### src/include/cu_config.svh
`ifndef CU_CONFIG_SVH
`define CU_CONFIG_SVH

// Instruction field widths
`define CU_OPCODE_W 6
`define CU_FUNCT_W  6
`define CU_STEP_W   2

`define CU_OPCODE_RTYPE 6'h00

// R-type funct codes
`define CU_FUNCT_ADD   6'h20
`define CU_FUNCT_SUB   6'h22
`define CU_FUNCT_AND   6'h24
`define CU_FUNCT_XCHG  6'h05
`define CU_FUNCT_RTE   6'h13
`define CU_FUNCT_BREAK 6'h0D

`define CU_ALUOP_NONE 3'd0
`define CU_ALUOP_ADD  3'd1
`define CU_ALUOP_SUB  3'd2
`define CU_ALUOP_AND  3'd3

`define CU_SRCB_REGB 2'd0
`define CU_SRCB_FOUR 2'd1

`define CU_PCSRC_ALU 3'd0
`define CU_PCSRC_EPC 3'd1

`define CU_REGDST_RT 3'd0
`define CU_REGDST_RS 3'd1
`define CU_REGDST_RD 3'd3

// One-hot write-back source select
`define CU_WB_REGA   4'd1
`define CU_WB_ALUOUT 4'd2
`define CU_WB_REGB   4'd4

`define CU_FETCH_STEPS 4

`endif

### src/source/cu_pkg.sv
package cu_pkg;

  // Instruction fields
  typedef logic [5:0] opcode_t;
  typedef logic [5:0] funct_t;

  // Cycle index inside fetch or an execute sequence
  typedef logic [1:0] step_t;

  // Control field vectors
  typedef logic [2:0] aluop_t;
  typedef logic [1:0] srcb_t;
  typedef logic [2:0] pcsrc_t;
  typedef logic [2:0] regdst_t;
  typedef logic [3:0] wbsel_t;

  typedef enum logic [2:0] {
    ST_FETCH = 3'd0,
    ST_ADD   = 3'd1,
    ST_SUB   = 3'd2,
    ST_AND   = 3'd3,
    ST_XCHG  = 3'd4,
    ST_RTE   = 3'd5,
    ST_BREAK = 3'd6
  } cu_state_e;

  typedef struct packed {
    logic   srca;
    srcb_t  srcb;
    aluop_t aluop;
  } alu_ctrl_t;

  typedef struct packed {
    pcsrc_t pcsource;
    logic   pcwrite;
  } pc_ctrl_t;

  typedef struct packed {
    regdst_t regdst;
    wbsel_t  wbsel;
    logic    regwrite;
  } rf_ctrl_t;

  // Load enables for IR and the A, B and ALUOut latches
  typedef struct packed {
    logic irwrite;
    logic rega;
    logic regb;
    logic aluout;
  } latch_ctrl_t;

  typedef struct packed {
    alu_ctrl_t   alu;
    pc_ctrl_t    pc;
    rf_ctrl_t    rf;
    latch_ctrl_t latch;
  } ctrl_word_t;

endpackage

### src/source/cu_decoder.sv
`timescale 1ns/1ps
`include "cu_config.svh"

module cu_decoder (
  input  cu_pkg::opcode_t   opcode,
  input  cu_pkg::funct_t    funct,
  output cu_pkg::cu_state_e next_state
);

  import cu_pkg::*;

  always_comb begin
    next_state = ST_FETCH;
    case (opcode)
      `CU_OPCODE_RTYPE: begin
        case (funct)
          `CU_FUNCT_ADD: begin
            next_state = ST_ADD;
          end
          `CU_FUNCT_SUB: begin
            next_state = ST_SUB;
          end
          `CU_FUNCT_AND: begin
            next_state = ST_AND;
          end
          `CU_FUNCT_XCHG: begin
            next_state = ST_XCHG;
          end
          `CU_FUNCT_RTE: begin
            next_state = ST_RTE;
          end
          `CU_FUNCT_BREAK: begin
            next_state = ST_BREAK;
          end
          // Unsupported funct restarts fetch
          default: begin
            next_state = ST_FETCH;
          end
        endcase
      end
      default: begin
        next_state = ST_FETCH;
      end
    endcase
  end

endmodule

### src/source/cu_sequencer.sv
`timescale 1ns/1ps

module cu_sequencer (
  input  logic              clk,
  input  logic              reset,
  input  cu_pkg::cu_state_e next_state,
  output cu_pkg::cu_state_e state,
  output cu_pkg::step_t     step
);

  import cu_pkg::*;

  step_t last_step;
  logic  at_last;

  // Final step index of each sequence
  function automatic step_t seq_last_step(cu_state_e s);
    case (s)
      ST_FETCH: begin
        return step_t'(3);
      end
      ST_ADD, ST_SUB, ST_AND: begin
        return step_t'(2);
      end
      ST_XCHG: begin
        return step_t'(2);
      end
      ST_RTE, ST_BREAK: begin
        return step_t'(0);
      end
      default: begin
        return step_t'(0);
      end
    endcase
  endfunction

  assign last_step = seq_last_step(state);
  assign at_last   = (step == last_step);

  always_ff @(posedge clk) begin
    if (reset) begin
      state <= ST_FETCH;
      step  <= '0;
    end else if (at_last) begin
      // Decode cycle picks the execute sequence, execute ends go back to fetch
      if (state == ST_FETCH) begin
        state <= next_state;
      end else begin
        state <= ST_FETCH;
      end
      step <= '0;
    end else begin
      step <= step + step_t'(1);
    end
  end

endmodule

### src/source/cu_control_table.sv
`timescale 1ns/1ps
`include "cu_config.svh"

module cu_control_table (
  input  logic               clk,
  input  logic               reset,
  input  cu_pkg::cu_state_e  state,
  input  cu_pkg::step_t      step,
  output cu_pkg::ctrl_word_t ctrl
);

  import cu_pkg::*;

  localparam step_t DECODE_STEP = step_t'(`CU_FETCH_STEPS - 1);

  ctrl_word_t entry;

  // ALU operation for the arithmetic states
  function automatic aluop_t state_aluop(cu_state_e s);
    case (s)
      ST_ADD:  return `CU_ALUOP_ADD;
      ST_SUB:  return `CU_ALUOP_SUB;
      ST_AND:  return `CU_ALUOP_AND;
      default: return `CU_ALUOP_NONE;
    endcase
  endfunction

  always_comb begin
    entry = '0;
    case (state)
      ST_FETCH: begin
        // PC+4 runs through the ALU until decode
        if (step != DECODE_STEP) begin
          entry.alu.srcb  = `CU_SRCB_FOUR;
          entry.alu.aluop = `CU_ALUOP_ADD;
        end
        if (step == step_t'(2)) begin
          entry.latch.irwrite = 1'b1;
          entry.pc.pcwrite    = 1'b1;
        end
      end
      ST_ADD, ST_SUB, ST_AND: begin
        case (step)
          step_t'(0): begin
            entry.latch.rega = 1'b1;
            entry.latch.regb = 1'b1;
          end
          step_t'(1): begin
            entry.alu.srca      = 1'b1;
            entry.alu.srcb      = `CU_SRCB_REGB;
            entry.alu.aluop     = state_aluop(state);
            entry.latch.aluout  = 1'b1;
          end
          step_t'(2): begin
            entry.rf.regdst   = `CU_REGDST_RD;
            entry.rf.wbsel    = `CU_WB_ALUOUT;
            entry.rf.regwrite = 1'b1;
          end
          default: ;
        endcase
      end
      ST_XCHG: begin
        case (step)
          step_t'(0): begin
            entry.latch.rega = 1'b1;
            entry.latch.regb = 1'b1;
          end
          step_t'(1): begin
            entry.rf.regdst   = `CU_REGDST_RT;
            entry.rf.wbsel    = `CU_WB_REGB;
            entry.rf.regwrite = 1'b1;
          end
          step_t'(2): begin
            entry.rf.regdst   = `CU_REGDST_RS;
            entry.rf.wbsel    = `CU_WB_REGA;
            entry.rf.regwrite = 1'b1;
          end
          default: ;
        endcase
      end
      ST_RTE: begin
        entry.pc.pcsource = `CU_PCSRC_EPC;
        entry.pc.pcwrite  = 1'b1;
      end
      ST_BREAK: begin
        // PC-4 undoes the fetch increment
        entry.alu.srcb    = `CU_SRCB_FOUR;
        entry.alu.aluop   = `CU_ALUOP_SUB;
        entry.pc.pcsource = `CU_PCSRC_ALU;
        entry.pc.pcwrite  = 1'b1;
      end
      default: ;
    endcase
  end

  always_ff @(posedge clk) begin
    if (reset) begin
      ctrl <= '0;
    end else begin
      ctrl <= entry;
    end
  end

endmodule

### src/source/control_unit.sv
`timescale 1ns/1ps

module control_unit (
  input  logic                clk,
  input  logic                reset,
  input  cu_pkg::opcode_t     opcode,
  input  cu_pkg::funct_t      funct,
  output cu_pkg::alu_ctrl_t   alu,
  output cu_pkg::pc_ctrl_t    pc,
  output cu_pkg::rf_ctrl_t    rf,
  output cu_pkg::latch_ctrl_t latch
);

  import cu_pkg::*;

  cu_state_e  next_state;
  cu_state_e  state;
  step_t      step;
  ctrl_word_t ctrl;

  cu_decoder u_decoder (
    .opcode     (opcode),
    .funct      (funct),
    .next_state (next_state)
  );

  cu_sequencer u_sequencer (
    .clk        (clk),
    .reset      (reset),
    .next_state (next_state),
    .state      (state),
    .step       (step)
  );

  cu_control_table u_control_table (
    .clk   (clk),
    .reset (reset),
    .state (state),
    .step  (step),
    .ctrl  (ctrl)
  );

  // Registered control word split into its groups
  assign alu   = ctrl.alu;
  assign pc    = ctrl.pc;
  assign rf    = ctrl.rf;
  assign latch = ctrl.latch;

endmodule

### config.mk
export PLATFORM = sky130hd
export DESIGN_NAME = control_unit
export DESIGN_NICKNAME = d
export VERILOG_FILES = /design/src/source/cu_pkg.sv /design/src/source/cu_decoder.sv /design/src/source/cu_sequencer.sv /design/src/source/cu_control_table.sv /design/src/source/control_unit.sv
export VERILOG_INCLUDE_DIRS = /design/src /design/src/include
export SDC_FILE = /design/constraint.sdc
export NUM_CORES = 1
export LEC_CHECK = 0
export ABC_AREA = 1
export BUFFER_PORTS_ARGS = -buffer_cell sky130_fd_sc_hd__buf_2
export CORE_MARGIN = 2
export CORE_UTILIZATION = 45
export CTS_BUF_LIST = sky130_fd_sc_hd__clkbuf_8
export DETAILED_ROUTE_END_ITERATION = 12
export MAX_ROUTING_LAYER = met4
export PLACE_DENSITY = 0.77
export SLEW_MARGIN = 15
export SYNTH_ARGS = -nofsm -noshare
export SYNTH_HDL_FRONTEND = slang
export SYNTH_SLANG_ARGS = --single-unit
### constraint.sdc
create_clock -name clk -period 1.1 [get_ports clk]
set_input_delay 0.22 -clock clk [delete_from_list [all_inputs] [get_ports clk]]
set_output_delay 0.22 -clock clk [all_outputs]
set_load 0.01 [all_outputs]
==> summary.md <==
| Metric | Value |
|---|---|
| Status | finished, violations left |
| Failing checks | negative setup slack |
| Core region area | ~2000 µm² |
| Cells after Synth | 130 |
| Max stage delay on crit path | ~370 ps |
| Grt ovf | 0 |
| Startpoint types | flip-flop |
| Largest net degree at the start of global routing | 11 |
| Worst-path maximum fanout | 4 |
| Yosys cell types | 23 |
| Leakage | between 0.6 and 0.7 nW |
| Vias in the first global route | roughly 850 |
| CTS tree | done |
| Wirelength per Cell | between 10 and 15 µm |
| Number of synthesized flops with an enable pin | 0 |
| Worst EP required | 1240 ps |
| TNS Setup | -142 ps |
| FFs w/ async S/R, synth | 0 |
| Root buffer cell | clkbuf_8 |
| Achievable frequency | just under 900 MHz |
| Final number of setup-violating endpoints | 5 |
| Die Ht | about 51 µm |
| Die ar. | around 2600 µm² |
| Synth Area in XOR/XNOR | 0 |
| Largest area contributor in the netlist | dfxtp_1 |
| 1st-iter DRT viols | 16 |
| PnR worst setup slack | -42.6 ps |
| Pwr dens | roughly 1200 nW/µm² |
| I/O pin count | 36 |
| Total number of vias | 930 |
| Crit-path most repeated cell | nand2_2 |
| Finished Layout Cells | roughly 200 |
| Number of vias per cell | approximately 4.7 |
| Post-place setup slack | -53.0 ps |
| Final hold violations | 0 |
| Crit path time final | 1140 ps |
| H-tree lvl count | 1 |
| First-pass GRT wire length | 3340 µm |
| Horiz. Die Dim | 50.8 µm |
| Drt pass-1 iters | 4 |
| Slew Limit Fails | 0 |
| Mapped Area | between 900 and 1000 µm² |
| Clock Path Buffers | 2 |
| Worst setup EP type | flip-flop |
| Primary FF master, synth | dfxtp_1 |
| RSZ-0062 raised after global routing | yes |
| Crit-path slowest cell | dfxtp_2 |
| Simple-Gate Fraction of Synth Area | 0.373 |
| Port bufs | 29 |
| Share of layout cells above drive strength 1 | 0.424 |
| Worst skew pair latency | approximately 250 ps |
| Synth top area share | 0.366 |
| Synthesized flop and latch total | 18 |
| Sequential element share of the synthesized area | 0.366 |
| Initial cell density of the core | 0.491 |
| Fillcell total | between 150 and 200 |
| Antenna Nets Post-Route | 0 |
| Initial antenna violation count | 0 |
| Compound-Gate Fraction of Synth Area | 0.0483 |
| Mux share of post-synthesis cell area | 0 |
| Hold WS | 289 ps |
| Maximum vdd drop | 0.657 mV |
| Clk pin slew, worst setup/hold paths | roughly 60 ps |
| Adder-Cell Fraction of Synth Area | 0.0636 |
| Worst hold path class | in2reg |
| ANT cells | 0 |
| Max-Cap Viols | 0 |
| Final Skew | about 5 ps |
| Final worst-path cycle share | 1.04 |
| Synthesis Warnings | 0 |
| Clk sink count | 18 |
| Combinational family with the most area after synthesis | simple AND/OR/NAND/NOR gates |
| Placer Congestion | 0.901 |
| Critical path type | reg2reg |
| Row cnt | 16 |
| Net count, final | 190 |
| Critical path, cell by cell | inv_2 -> nand2_2 -> nand2_2 -> nand2_4 -> nand2_2 -> nor2_8 -> nor2_4 -> nand2_1 -> nand2_1 |
| CTS Buf Count | 3 |
| Dpl hpwl | ~1600 µm |
| # DRC | 0 |
| Final WL | slightly above 2000 µm |
| Synthesized area per cell | approximately 7.6 µm² |
| Placed insts | ~190 |
| Synth area leaders | dfxtp_1, nor2_1, nand3_1, buf_4, ha_1 |
| Final Total Pwr | roughly 1.6 mW |
| Area grow syn2layout | 30.8% |
| WP data arrival | roughly 1300 ps |
| Total GRT Usage | 0.181 |
## critical path, delay by kind of cell, from the launching register on
kind,cells,cell delay (ps)
flip-flops,1,370
AND/OR/NAND/NOR,8,610
buffers and inverters,1,50
## metal layers
layer	global-route usage	up-vias	part of all wire
li1	-	473	-
met2	0.325	40	0.52
met1	0.181	411	0.40
met5	-	-	0
met3	0.0179	6	0.055
met4	0.131	0	0.031
## final timing paths
check,startpoint,to,slack [ps],depth (start not counted)
max,u_sequencer.state[1]$_SDFFE_PP0N_,u_sequencer.state[0]$_SDFFE_PP0N_,-40,9
min,reset,u_control_table.ctrl[19]$_SDFF_PP0_,290,3
max reg2reg,u_sequencer.state[1]$_SDFFE_PP0N_,u_sequencer.state[0]$_SDFFE_PP0N_,-40,9
min reg2reg,u_sequencer.state[2]$_SDFFE_PP0N_,u_control_table.ctrl[7]$_SDFF_PP0_,580,2
## state kept, by name, indices dropped and copies added (netlist names)
signal,cells
u_control_table.ctrl,13
u_sequencer.state,3
u_sequencer.step,2
## cells in the final DEF, fill, tap and decap left out, drive strengths merged
cell type	count
buf	41
nor2	30
nand2	19
dfxtp	18
inv	16
nand3	15
conb	6
ha	5
nand4	4
clkbuf	4
a21oi	4
o21ai	3
nor3b	1
or2	1
o22ai	1
clkinv	1
a31oi	1
## final cells by class
| type | instances | area (µm²) | area share |
|---|---|---|---|
| multi-input combinational | 90 | 528 | 0.411 |
| sequential | 18 | 368 | 0.286 |
| timing repair buffer | 41 | 235 | 0.183 |
| inverter | 17 | 66.3 | 0.0516 |
| clock buffer | 4 | 55.1 | 0.0428 |
| tap | 27 | 33.8 | 0.0263 |
## what timing repair did
| action | in CTS | in global routing |
|---|---|---|
| cloned | 0 | 0 |
| pin swaps | 3 | 2 |
| buffers inserted | 1 | 0 |
| endpoints found under the setup margin | 5 | 12 |
| gates resized for setup | 5 | 6 |
| hold buffers | 0 | 0 |
| endpoints found under the hold margin | 0 | 0 |
## cells in the mapped netlist (all sizes together) (3+ instances only)
master,n
nand4,4
buf,10
ha,5
dfxtp,18
inv,16
nor2,30
o21ai,3
nand3,15
nand2,19
a21oi,4
## metrics by stage
step	util	area, µm²
after floorplan	-	1010
after global placement	0.594	1190
after detailed placement	0.594	1190
after CTS	0.635	1270
after global routing	0.643	1290
final	0.643	1290
## power breakdown
part	total (mW)	switching [mW]	internal [mW]
Sequential	0.712	0.0245	0.688
Clock	0.523	0.205	0.318
Combinational	0.364	0.213	0.151
## cell families (layout without fill, tap and decap cells)
| group | Yosys count | in the layout |
|---|---|---|
| AND/OR/NAND/NOR | 70 | 70 |
| buffers and inverters | 27 | 62 |
| other | 1 | 6 |
| flip-flops | 18 | 18 |
| AO/OA/AOI/OAI | 9 | 9 |
| adder cells (fa/ha/maj) | 5 | 5 |
(Power assumes the default switching activity.)
